**src/mfp_pkg.sv**
```systemverilog
package mfp_pkg;

    // request from the bus master, one word per transfer
    typedef struct packed {
        logic [31:0] addr;    // byte address, word aligned
        logic [31:0] wdata;
        logic        write;   // 1 = write, 0 = read
        logic [3:0]  strb;    // byte strobes for writes
    } bus_req_t;

    // response, one cycle after acceptance at the earliest
    typedef struct packed {
        logic [31:0] rdata;
        logic        err;     // set for unmapped addresses
    } bus_rsp_t;

    // address map
    localparam logic [31:0] MFP_RAM_BASE  = 32'h0000_0000;  // decoded on addr[31:28]
    localparam logic [31:0] MFP_GPIO_BASE = 32'h1F80_0000;
    localparam logic [31:0] MFP_EIC_BASE  = 32'h1F80_1000;
    localparam int          MFP_WIN_BITS  = 12;             // 4 KB peripheral windows

    // gpio register offsets inside its window
    localparam logic [MFP_WIN_BITS-1:0] GPIO_RED     = 12'h000;
    localparam logic [MFP_WIN_BITS-1:0] GPIO_GREEN   = 12'h004;
    localparam logic [MFP_WIN_BITS-1:0] GPIO_HEX     = 12'h008;
    localparam logic [MFP_WIN_BITS-1:0] GPIO_SW      = 12'h00C;  // read only
    localparam logic [MFP_WIN_BITS-1:0] GPIO_BTN     = 12'h010;  // read only
    localparam logic [MFP_WIN_BITS-1:0] GPIO_BTN_INT = 12'h014;  // sticky, write clears

    // eic register offsets
    localparam logic [MFP_WIN_BITS-1:0] EIC_MASK  = 12'h000;
    localparam logic [MFP_WIN_BITS-1:0] EIC_PEND  = 12'h004;     // read only
    localparam logic [MFP_WIN_BITS-1:0] EIC_SWINT = 12'h008;     // bits 1:0 set sw pending
    localparam logic [MFP_WIN_BITS-1:0] EIC_VEC   = 12'h00C;     // {valid, vector}

    // board widths
    localparam int MFP_N_RED_LEDS   = 10;
    localparam int MFP_N_GREEN_LEDS = 8;
    localparam int MFP_N_SWITCHES   = 10;
    localparam int MFP_N_BUTTONS    = 4;
    localparam int MFP_HEX_WIDTH    = 32;

    // interrupt channels, 7 is the highest priority
    localparam int MFP_EIC_CHANNELS = 8;
    localparam int EIC_CH_SW0       = 0;
    localparam int EIC_CH_SW1       = 1;
    localparam int EIC_CH_BTN       = 5;   // button edge from gpio
    localparam int EIC_CH_EXT       = 7;   // external line

    typedef logic [2:0] irq_vec_t;

    // cycles the reset outputs stay up after the source goes away
    localparam int MFP_RESET_HOLD = 4;

endpackage

```
**src/mfp_eic.sv**
```systemverilog
module mfp_eic (
    input  logic              hclk,
    input  logic              rst,         // system reset, cold or soft
    input  logic              sel,
    input  mfp_pkg::bus_req_t slave_req,
    input  logic              btn_int,     // channel 5
    input  logic              ext_irq,     // channel 7
    input  logic              irq_ack,
    output logic [31:0]       rdata,
    output logic              irq_valid,
    output mfp_pkg::irq_vec_t irq_vector
);
    localparam int CH = mfp_pkg::MFP_EIC_CHANNELS;

    logic [mfp_pkg::MFP_WIN_BITS-1:0] offset;
    logic                             wr;
    logic [CH-1:0]                    mask;      // 1 enables the channel
    logic [CH-1:0]                    pend;
    logic [CH-1:0]                    active;    // pending and enabled
    logic [CH-1:0]                    set;       // new events this cycle
    logic [CH-1:0]                    clr;       // acknowledged channel
    logic                             btn_prev;
    logic                             ext_prev;

    assign offset = slave_req.addr[mfp_pkg::MFP_WIN_BITS-1:0];
    assign wr     = sel && slave_req.write;
    assign active = pend & mask;

    always_comb begin
        set = '0;
        set[mfp_pkg::EIC_CH_SW0] = wr && offset == mfp_pkg::EIC_SWINT && slave_req.wdata[0];
        set[mfp_pkg::EIC_CH_SW1] = wr && offset == mfp_pkg::EIC_SWINT && slave_req.wdata[1];
        set[mfp_pkg::EIC_CH_BTN] = btn_int & ~btn_prev;   // rising edges only
        set[mfp_pkg::EIC_CH_EXT] = ext_irq & ~ext_prev;
    end

    // highest numbered active channel wins
    always_comb begin
        irq_vector = '0;
        for (int i = 0; i < CH; i++) begin
            if (active[i])
                irq_vector = mfp_pkg::irq_vec_t'(i);
        end
    end

    assign irq_valid = |active;
    assign clr       = (irq_valid && irq_ack) ? CH'(1) << irq_vector : '0;

    always_ff @(posedge hclk) begin
        btn_prev <= btn_int;
        ext_prev <= ext_irq;
    end

    always_ff @(posedge hclk) begin
        if (rst) begin
            mask <= '0;
            pend <= '0;
        end else begin
            if (wr && offset == mfp_pkg::EIC_MASK)
                mask <= slave_req.wdata[CH-1:0];
            pend <= (pend & ~clr) | set;          // set wins over ack
        end
    end

    always_ff @(posedge hclk) begin
        if (sel) begin
            case (offset)
                mfp_pkg::EIC_MASK: rdata <= 32'(mask);
                mfp_pkg::EIC_PEND: rdata <= 32'(pend);
                mfp_pkg::EIC_VEC:  rdata <= 32'({irq_valid, irq_vector});  // bit 3 valid
                default:           rdata <= 32'h0;
            endcase
        end
    end

    // master side contract, ack only on a presented vector
    a_ack_valid: assert property (@(posedge hclk) disable iff (rst) irq_ack |-> irq_valid);

endmodule

```
**config.mk**
```make
export PLATFORM = sky130hd
export DESIGN_NAME = mfp_eic
export DESIGN_NICKNAME = d
export VERILOG_FILES = /design/src/mfp_pkg.sv /design/src/mfp_eic.sv
export SDC_FILE = /design/constraint.sdc
export NUM_CORES = 1
export LEC_CHECK = 0
export BUFFER_PORTS_ARGS = -buffer_cell sky130_fd_sc_hd__buf_2
export CAP_MARGIN = 0
export CORE_ASPECT_RATIO = 1.5
export CORE_UTILIZATION = 32
export CTS_CLUSTER_DIAMETER = 80
export DETAILED_ROUTE_END_ITERATION = 8
export HOLD_SLACK_MARGIN = 0.15
export PLACE_DENSITY = 0.65
export SLEW_MARGIN = 25
export SYNTH_ARGS = -nofsm -noshare
export SYNTH_HDL_FRONTEND = slang
export SYNTH_SLANG_ARGS = --single-unit
```
**constraint.sdc**
```tcl
create_clock -name hclk -period 3 [get_ports hclk]
set_input_delay 0.15 -clock hclk [delete_from_list [all_inputs] [get_ports hclk]]
set_output_delay 0.15 -clock hclk [all_outputs]
set_load 0.02 [all_outputs]
```
Word level (Yosys, flattened, before mapping)
Index checks and enable logic that the tools add are counted.
Word-level totals
  input bits: 75
  output and inout bits: 36
  flip-flop bits (word level): 50
Operators by class
  equal/unequal tests: 3
  shift-type cells: 1
  bitwise operators: 8
  mux-type cells: 9
  reduce and logical (&&, ||, !) cells: 8
Operators with widths (number)
  12-bit by 4-bit equality test with 1-bit output, second input constant: 2
  8-bit one-hot mux with 3 select lines: 1
  3-bit 2-to-1 mux: 6
  8-bit AND: 2
  12-bit by 3-bit equality test with 1-bit output, second input constant: 1
  12-bit zero test: 1
  8-bit 2-to-1 mux: 1
  8-bit inverter: 1
  8-bit OR: 1
  8-bit OR reduction: 1
  1-bit by 3-bit << shifter with 8-bit output, first input constant: 1
  1-bit logical AND: 6
  1-bit AND: 2
  1-bit inverter: 2
  1-bit 2-to-1 mux: 1

Logic depth before layout (Yosys ltp)
Gate-level depths: netlist (run 1).
  depth after elaboration: 13
  mapped depth: 6

Worst setup path before layout (run 1)
No wires, ideal clock.
  path type: flip-flop to flip-flop
  from: register pend[2]
  to: register pend[4]
  setup slack: 1207 ps
  stages on the path, launching flop included: 6
  period minus slack after synthesis: 1793 ps
  library setup time: 122 ps
  arrival: 1671 ps
  cells stage by stage: dfxtp_1 nand2_1 a32o_1 a222oi_1 inv_1 o311a_1
Between the ends
  word-level cells in the longest chain between the ends: 12
Ends and longest elaborated chain
  from (decl): line mfp_eic.sv:18  | logic [CH-1:0] pend;
  from (signal assigned): line mfp_eic.sv:61  | pend <= (pend & ~clr) | set;
  8-bit AND: line mfp_eic.sv:27  | assign active = pend & mask;
  3-bit 2-to-1 mux (6 in a row): line mfp_eic.sv:41  | if (active[i])
  named net irq_vector[0]: line mfp_eic.sv:11  | output mfp_pkg::irq_vec_t irq_vector
  1-bit by 3-bit << shifter with 8-bit output: line mfp_eic.sv:47  | assign clr = (irq_valid && irq_ack) ? CH'(1) << irq_vector : '0;
  8-bit 2-to-1 mux: line mfp_eic.sv:47
  8-bit inverter: line mfp_eic.sv:61
  8-bit AND: line mfp_eic.sv:61
  8-bit OR: line mfp_eic.sv:61
The timed path passes the listed nets, and every way through them passes these cells.
A chain may end at the register's enable or synchronous reset.

Final worst setup path (run 1)
  from: register pend[2]
  to: output port irq_vector[0]
Between the ends
  word-level cells in the longest chain between the ends: 7
Ends and longest elaborated chain (line)
  8-bit AND: mfp_eic.sv:27
  3-bit 2-to-1 mux (6 in a row): mfp_eic.sv:41
  to (decl): mfp_eic.sv:11
No other way between the ends.

==> results of run 1 <==
[cell type report]
| class | instances | share of cell area (%) |
|---|---|---|
| Sequential cell | 26 | 36.1 |
| Inverter | 3 | 0.678 |
| Timing Repair Buffer | 48 | 17.5 |
| Clock buffer | 3 | 2.48 |
| Tap cell | 45 | 3.39 |
| Multi-Input combinational cell | 108 | 39.8 |
[cell usage after synthesis, types with 2 or more instances]
library cell               number
sky130_fd_sc_hd__o211a_1        2
sky130_fd_sc_hd__nand2_1       11
sky130_fd_sc_hd__a22oi_1        4
sky130_fd_sc_hd__a21oi_1        2
sky130_fd_sc_hd__edfxtp_1       8
sky130_fd_sc_hd__nand3_1        3
sky130_fd_sc_hd__and2_1         3
sky130_fd_sc_hd__nor3_1         4
sky130_fd_sc_hd__nor2b_1        2
sky130_fd_sc_hd__inv_1          3
sky130_fd_sc_hd__nor2_1        17
sky130_fd_sc_hd__nor4_2         2
sky130_fd_sc_hd__dfxtp_1       18
sky130_fd_sc_hd__a32o_1         3
sky130_fd_sc_hd__mux2i_1       16
sky130_fd_sc_hd__nor4_1         2
sky130_fd_sc_hd__o22a_1         2
sky130_fd_sc_hd__a31oi_1        2
sky130_fd_sc_hd__buf_4         24
[registers in the layout (all words and copies together) (netlist names)]
register,count
pend,8
mask,8
btn_prev,1
rdata,8
ext_prev,1
[power groups by stage]
stage	clock network (mW)	logic [mW]	registers, mW
2_1_floorplan	0	0.0679	0.384
3_3_place_gp	0	0.0744	0.379
3_5_place_dp	0	0.0753	0.379
4_1_cts	0.196	0.0852	0.371
5_1_grt	0.210	0.0933	0.372
6_report	0.187	0.0849	0.371
[through the flow]
stage / power (mW) / instances / utilization (%) / hold WS (ns) / cell area [um2]
finish: 0.643 / 233 / 41.2 / 0.207 / 1660
global placement: 0.453 / 220 / 37.7 / 0.265 / 1520
detailed placement: 0.454 / 220 / 37.7 / 0.267 / 1520
CTS: 0.652 / 233 / 41.2 / 0.202 / 1660
global route: 0.676 / 233 / 41.2 / 0.200 / 1660
floorplan: 0.452 / 165 / - / 0.178 / 1470
[worst min-delay path by stage]
stage	start	end	slack [ns]
6_report	rst	mask[1]$_SDFFE_PP0P_	0.21
5_1_grt	rst	mask[4]$_SDFFE_PP0P_	0.20
4_1_cts	rst	mask[6]$_SDFFE_PP0P_	0.20
3_5_place_dp	ext_irq	ext_prev$_DFF_P_	0.27
3_3_place_gp	btn_int	btn_prev$_DFF_P_	0.26
2_1_floorplan	btn_int	btn_prev$_DFF_P_	0.18
[repair_timing]
| action | CTS | global route |
|---|---|---|
| buffers inserted | 0 | 0 |
| endpoints found under the hold margin | 11 | 0 |
| hold buffers | 10 | 0 |
[critical path: cells and delay by family (launching register included)]
| family | cells | cell delay [ns] |
|---|---|---|
| buf+inv | 2 | 0.41 |
| simple gates | 1 | 0.10 |
| flops | 1 | 0.37 |
| compound gates | 2 | 0.91 |
[kinds of logic after synthesis]
family / count (synthesis)
other cells: 1
simple gates: 49
compound gates: 19
flops: 26
buf+inv: 31
mux: 16
[layer usage]
metal,global-route usage (%),share of wire (%),wire [um],up-vias
met3,1.09,4.4,115,2
met2,22.4,54,1390,40
met1,13.0,40,1040,498
li1,-,-,-,555
met5,0,0,0,-
met4,5.25,1.5,40,0
[cell usage in the layout (no fill, tap or decap), types with 3 or more instances in the layout]
cell / n
sky130_fd_sc_hd__mux2i_1: 16
sky130_fd_sc_hd__conb_1: 24
sky130_fd_sc_hd__dlygate4sd3_1: 10
sky130_fd_sc_hd__clkbuf_8: 3
sky130_fd_sc_hd__dfxtp_1: 18
sky130_fd_sc_hd__nand2_1: 11
sky130_fd_sc_hd__inv_1: 3
sky130_fd_sc_hd__a22oi_1: 4
sky130_fd_sc_hd__a32o_1: 3
sky130_fd_sc_hd__edfxtp_1: 8
sky130_fd_sc_hd__nand3_1: 3
sky130_fd_sc_hd__and2_1: 3
sky130_fd_sc_hd__nor2_1: 17
sky130_fd_sc_hd__buf_2: 38
sky130_fd_sc_hd__nor3_1: 4
==> out/metrics.sh, run 1 <==
SYNTH_FA_HA_AREA_SHARE_PCT=0
CTS.PATH.MAX_BUFFERS=2
MAX_CAP_VIOL_COUNT=0
SLEW_HEADROOM_PCT=49.8
CRIT_ARRIVAL_NS=2.05
SETUP_WS_NS=0.801
WORST-PATH-MAX-FANOUT=5
CLOCK_INSERTION_DELAY_AT_THE_LATER_PIN_OF_THE_SKEW_REPORT_NS=0.26
CTSRESIZECOUNT=0
PLACEMENT_ROWS=28
HOLD_DEPTH=2
TIMING.CRITICAL_PATH.FROM='pend[2]$_SDFF_PP0_'
FMAX_MHz=455
CTS_SINKS=26
CRITICAL_PATH.STARTPOINT_TYPE='register'
SYNTH-ASYNC-RESET-RATIO_PCT=0
ROUTE.DETAILED.DRC=0
WORST_PATH_MAX_DELAY_CELL='sky130_fd_sc_hd__a222oi_1'
R2R_CELLS=5
TIMING.CRITICAL_PATH.TO='irq_vector[0]'
CLOCK-SKEW-FINAL_NS=0.00131
DIE_H_UM=82.6
GLOBALROUTE.TOTALOVERFLOW=0
SETUP_TOTAL_NEGATIVE_SLACK_NS=0
ANTENNA_LEFT=0
PLACEMENT.IO_BUFFERS=38
TIMING.REG2REG.SETUP_SLACK_NS=0.95
PLACE_HPWL_UM=2060
FINALNETCOUNT=265
SEQ_POWER_SHARE_PCT=57.7
DIE_WIDTH_UM=55.7
PIN_COUNT_OF_THE_BIGGEST_NET_ENTERING_GLOBAL_ROUTING=14
DETAIL_ROUTE.VIAS_PER_CELL=4.70
FINAL.FILL_COUNT=428
SYNTH.AREA.MUX_SHARE_PCT=11.6
SETUP_VIOL=0
CTS_ROOT_BUF='sky130_fd_sc_hd__clkbuf_8'
CTS_BUFFERS=3
SYNTH_TOP_CELL_BY_AREA='sky130_fd_sc_hd__dfxtp_1'
GRT_UTIL_ALL_LAYERS_PCT=11.7
POSTSYNTHCELLCOUNT=142
COMBINATIONAL_FAMILY_WITH_THE_MOST_AREA_AFTER_SYNTHESIS='simple AND/OR/NAND/NOR gates'
YS_SEQ_ELEMENTS=26
SYNTH.LIB_CELLS_USED.DISTINCT=33
NETSWITCHINGPOWER_mW=0.156
PLACER_S_FINAL_ROUTABILITY_CONGESTION_ESTIMATE=0.780
AREA_OCCUPIED_BY_MULTI_INPUT_GATES_UM2=662
INITIALDRTVIOLATIONCOUNT=24
YOSYSWARNINGCOUNT=0
YOSYS_MOST_USED_DFF='sky130_fd_sc_hd__dfxtp_1'
STATUS='completed'
SYNTH_COMPOUND_AREA_SHARE_PCT=11.0
ANTENNA_FOUND_INITIAL=0
ENDPOINTS_FAILING_HOLD=0
CRITPATHCAPTURETYPE='primary output'
NUM_VIAS=1095
REGTOREGSTARTPOINT='pend[2]$_SDFF_PP0_'
POWER.DENSITY_CELL_AREA_mW_PER_MM2=387
SYNTH_SEQUENTIAL_AREA_RATIO_PCT=43.4
TIMING.CRITICAL_PATH.SLOWEST_CELL_DELAY_NS=0.62
SEQUENTIAL_CELL_AREA_UM2=601
COREAREA_MM2=0.00403
AREA_GROWTH_SYN_TO_LAYOUT_PCT=20.0
MAX_SLEW.WORST_PIN.SLEW_NS=0.747
VDD.IR_DROP.WORST_V=0.000179
P_COMB_SHARE_PCT=13.2
CRITICAL_PATH_REQUIRED_TIME_NS=2.85
START_UTIL_PCT=34.4
I_O_PIN_COUNT=111
LAYOUT-DRIVE-GT1-SHARE_PCT=23.9
NUMBER_OF_GLOBAL_ROUTE_VIAS_BEFORE_REPAIR=956
GRT_FIRST_PASS_WIRELENGTH_UM=4310
UNREPAIRED_SETUP_ENDPOINTS_AFTER_GLOBAL_ROUTING='false'
P_CLK_SHARE_PCT=29.1
TOTAL_LEAKAGE_POWER_nW=0.733
POST_SYNTHESIS_INSTANCE_AREA_MM2=0.00139
WL_PER_CELL_UM=11.1
REGTOREGENDPOINT='pend[4]$_SDFF_PP0_'
DIE_AREA_MM2=0.00460
CRITICALPATHCATEGORY='reg -> out'
CTS.REPORTEDPATHS.CLKPINSLEW_NS=0.08
FINAL_PERIOD_MINUS_WORST_SETUP_SLACK_NS=2.20
DRV_SLEW=0
ANTENNADIODECOUNT=0
AVERAGE_SIZE_OF_A_MAPPED_CELL_UM2=9.75
POWER_REPORT.INTERNAL_TOTAL_mW=0.487
DRT_PASS1_ITERATIONS=5
CTS_TREE='built'
POST_SYNTH_AND_OR_NAND_NOR_AREA_FRACTION_PCT=18.7
WORSTPATHCELLLIST='nand2_1 -> a32o_1 -> a222oi_1 -> inv_1 -> buf_2'
SYNTH_EDF_COUNT=8
POST_SYNTH_XOR_AREA_FRACTION_PCT=0
YS_TOP_CELLS_BY_AREA='sky130_fd_sc_hd__dfxtp_1 26%, sky130_fd_sc_hd__edfxtp_1 17%, sky130_fd_sc_hd__buf_4 13%'
NETSWITCHINGFRACTION_PCT=24.3
FIN_CRIT_SH_PCT=73.3
PLACE_WS_NS=1.01
HTREE_NUM_LEVELS=1
MIN_PATH_TYPE='in -> reg'
SYNTH_TOP_AREA_SHARE_PCT=26.0
FINALWIRELENGTH_UM=2590
(Power assumes the default switching activity.)
==> run 2, diff against run 1 <==
ABC_AREA = 1   (was default)
PLACE_DENSITY = 0.67   (was 0.65)
clock period = 1.9 ns   (was 3 ns; I/O delays follow)
==> out/metrics.sh, run 2 <==
STATUS='completed'  # unchanged
CRITICAL_PATH_REQUIRED_TIME_NS=1.80  # was 2.85 ns
FINAL_PERIOD_MINUS_WORST_SETUP_SLACK_NS=1.52
HTREE_NUM_LEVELS=1  # unchanged
YS_SEQ_ELEMENTS=26  # unchanged
POWER.DENSITY_CELL_AREA_mW_PER_MM2=632  # was 387 mW/mm2
SYNTH_TOP_AREA_SHARE_PCT=25.9  # was 26.0%
PLACEMENT_ROWS=29  # was 28
SYNTH.AREA.MUX_SHARE_PCT=0  # was 11.6%
WORSTPATHCELLLIST='nand2_1 -> nand2_1 -> a21oi_1 -> nor2_2 -> inv_1 -> buf_2'  # was nand2_1 -> a32o_1 -> a222oi_1 -> inv_1 -> buf_2
VDD.IR_DROP.WORST_V=0.000312  # was 0.000179 V
TOTAL_LEAKAGE_POWER_nW=0.830  # was 0.733 nW
PIN_COUNT_OF_THE_BIGGEST_NET_ENTERING_GLOBAL_ROUTING=17  # was 14
POST_SYNTHESIS_INSTANCE_AREA_MM2=0.00139  # about the same
START_UTIL_PCT=33.1  # was 34.4%
ENDPOINTS_FAILING_HOLD=0  # unchanged
CTS_TREE='built'  # unchanged
INITIALDRTVIOLATIONCOUNT=22  # was 24
DIE_WIDTH_UM=55.9  # was 55.7 um
SETUP_TOTAL_NEGATIVE_SLACK_NS=0  # unchanged
SYNTH_EDF_COUNT=8  # unchanged
CRITICALPATHCATEGORY='reg -> out'  # unchanged
YS_TOP_CELLS_BY_AREA='sky130_fd_sc_hd__dfxtp_1 26%, sky130_fd_sc_hd__edfxtp_1 17%, sky130_fd_sc_hd__buf_4 13%'  # unchanged
SYNTH_FA_HA_AREA_SHARE_PCT=0  # unchanged
NUMBER_OF_GLOBAL_ROUTE_VIAS_BEFORE_REPAIR=1041  # was 956
POST_SYNTH_XOR_AREA_FRACTION_PCT=0  # unchanged
CRITICAL_PATH.STARTPOINT_TYPE='register'  # unchanged
PLACE_HPWL_UM=2210  # was 2060 um
YOSYSWARNINGCOUNT=0  # unchanged
PLACER_S_FINAL_ROUTABILITY_CONGESTION_ESTIMATE=0.861  # was 0.780
WORST_PATH_MAX_DELAY_CELL='sky130_fd_sc_hd__dfxtp_1'  # was sky130_fd_sc_hd__a222oi_1
POST_SYNTH_MOST_FREQUENT_CELLS='34 x sky130_fd_sc_hd__nand2_1, 25 x sky130_fd_sc_hd__inv_1, 24 x sky130_fd_sc_hd__buf_4'  # was 24 x sky130_fd_sc_hd__buf_4, 18 x sky130_fd_sc_hd__dfxtp_1, 17 x sky130_fd_sc_hd__nor2_1
I_O_PIN_COUNT=111  # unchanged
FINAL.FILL_COUNT=453  # was 428
ROUTE.DETAILED.DRC=0  # unchanged
TIMING.CRITICAL_PATH.SLOWEST_CELL_DELAY_NS=0.36  # was 0.62 ns
DIE_AREA_MM2=0.00462  # was 0.00460 mm2
MIN_PATH_TYPE='in -> reg'  # unchanged
ANTENNADIODECOUNT=0  # unchanged
ANTENNA_LEFT=0  # unchanged
SYNTH-ASYNC-RESET-RATIO_PCT=0  # unchanged
AREA_GROWTH_SYN_TO_LAYOUT_PCT=21.8  # was 20.0%
WL_PER_CELL_UM=10.5  # was 11.1 um
CTSRESIZECOUNT=0  # unchanged
CLOCK_INSERTION_DELAY_AT_THE_LATER_PIN_OF_THE_SKEW_REPORT_NS=0.27  # was 0.26 ns
FIN_CRIT_SH_PCT=79.9
GLOBALROUTE.TOTALOVERFLOW=0  # unchanged
DETAIL_ROUTE.VIAS_PER_CELL=4.52  # was 4.70
DRT_PASS1_ITERATIONS=4  # was 5
CLOCK-SKEW-FINAL_NS=0.00140  # was 0.00131 ns
LAYOUT_COMMON_CELLS='38 x sky130_fd_sc_hd__buf_2, 34 x sky130_fd_sc_hd__nand2_1, 25 x sky130_fd_sc_hd__inv_1'  # was 38 x sky130_fd_sc_hd__buf_2, 24 x sky130_fd_sc_hd__conb_1, 18 x sky130_fd_sc_hd__dfxtp_1
FINAL_CORE_UTIL_PCT=40.3  # was 41.2%
YOSYS_MOST_USED_DFF='sky130_fd_sc_hd__dfxtp_1'  # unchanged
SYNTH_TOP_CELL_BY_AREA='sky130_fd_sc_hd__dfxtp_1'  # unchanged
NUM_VIAS=1224  # was 1095
STDCELL_COUNT=271  # was 233
CTS.PATH.MAX_BUFFERS=2  # unchanged
COMBINATIONAL_FAMILY_WITH_THE_MOST_AREA_AFTER_SYNTHESIS='simple AND/OR/NAND/NOR gates'  # unchanged
FINALWIRELENGTH_UM=2830  # was 2590 um
CTS_BUFFERS=3  # unchanged
PLACEMENT.IO_BUFFERS=38  # unchanged
FIN_TOTAL_PWR_mW=1.07  # was 0.643 mW
POSTSYNTHCELLCOUNT=175  # was 142
LAYOUT-DRIVE-GT1-SHARE_PCT=24.4  # was 23.9%
CRIT_ARRIVAL_NS=1.42  # was 2.05 ns
FINALNETCOUNT=301  # was 265
GRT_UTIL_ALL_LAYERS_PCT=12.8  # was 11.7%
CRIT_TOP_CELL='sky130_fd_sc_hd__nand2_1'
SETUP_VIOL=0  # unchanged
CTS_SINKS=26  # unchanged
ANTENNA_FOUND_INITIAL=0  # unchanged
UNREPAIRED_SETUP_ENDPOINTS_AFTER_GLOBAL_ROUTING='false'  # unchanged
POST_SYNTH_AND_OR_NAND_NOR_AREA_FRACTION_PCT=22.5  # was 18.7%
AVERAGE_SIZE_OF_A_MAPPED_CELL_UM2=7.96  # was 9.75 um2
SYNTH.LIB_CELLS_USED.DISTINCT=27  # was 33
TOP_REGS='mask x8, pend x8, rdata x8'  # unchanged
WORST-PATH-MAX-FANOUT=7  # was 5
FMAX_MHz=658
CTS.REPORTEDPATHS.CLKPINSLEW_NS=0.09  # was 0.08 ns
PLACE_INST=256  # was 220
CTS_ROOT_BUF='sky130_fd_sc_hd__clkbuf_8'  # unchanged
SYNTHMOSTINSTANTIATEDCELL='sky130_fd_sc_hd__nand2_1'  # was sky130_fd_sc_hd__buf_4
LAYOUT_COMMONEST_CELL='sky130_fd_sc_hd__buf_2'  # unchanged
SYNTH_SEQUENTIAL_AREA_RATIO_PCT=43.1  # was 43.4%
SYNTH_COMPOUND_AREA_SHARE_PCT=13.1  # was 11.0%
GRT_FIRST_PASS_WIRELENGTH_UM=4580  # was 4310 um
DIE_H_UM=82.8  # was 82.6 um
HOLD-WORST-SLACK_NS=0.186  # was 0.207 ns
DRV_SLEW=0  # unchanged
COREAREA_MM2=0.00421  # was 0.00403 mm2
MAX_CAP_VIOL_COUNT=0  # unchanged
CRITPATHCAPTURETYPE='primary output'  # unchanged
[run 2: critical path, delay by kind of cell (launching register included)]
family          cells  cell delay (ns)
compound gates      1             0.06
buf+inv             2             0.31
flops               1             0.36
simple gates        3             0.43
[run 2: area by class of cell]
class / instances / area, um2 / area share [%]
Inverter: 26 / 97.6 / 5.75
Clock buffer: 4 / 55.1 / 3.24
Sequential cell: 26 / 601 / 35.4
Timing Repair Buffer: 49 / 300 / 17.7
Multi-Input combinational cell: 120 / 586 / 34.5
Tap cell: 46 / 57.6 / 3.39
[run 2: worst paths after layout]
kind	startpoint	to	slack, ns	cells after the start
worst min-delay path	sel	rdata[6]$_DFFE_PP_	0.19	1
worst max-delay path	pend[4]$_SDFF_PP0_	irq_vector[1]	0.38	6
worst max register to register	mask[7]$_SDFFE_PP0P_	pend[0]$_SDFF_PP0_	0.50	8
worst min register to register	pend[0]$_SDFF_PP0_	pend[0]$_SDFF_PP0_	0.47	2
[run 2: repair_timing]
item / in CTS / in global routing
hold buffers: 11 / 0
buffers inserted: 0 / 0
hold endpoints to repair: 14 / 0
[run 2: routing by layer]
layer | track usage, % | up-vias | share of wire, %
met2 | 25.5 | 51 | 53
met3 | 1.71 | 6 | 4.4
li1 | - | 621 | -
met5 | 0 | - | 0
met4 | 5.85 | 0 | 2.3
met1 | 13.4 | 546 | 40
[run 2: per-stage QoR]
step | worst slack (ns) | cell area [um2]
after floorplan | 0.642 | 1480
after global placement | 0.524 | 1530
after detailed placement | 0.524 | 1530
after CTS | 0.401 | 1700
after global routing | 0.255 | 1700
final | 0.381 | 1700
[run 2: kinds of logic (layout without fill, tap and decap cells)]
family                 count (synthesis)  in the layout
buffers and inverters                 52             79
flip-flops                            26             26
AO/OA/AOI/OAI                         31             31
other                                  1             24
AND/OR/NAND/NOR                       65             65
[run 2: report_power, final]
part	switching, mW	internal (mW)	leakage, nW
registers	0.00358	0.581	0.229
clock network	0.168	0.185	0.0288
logic	0.0869	0.0471	0.573
total	0.259	0.813	0.830
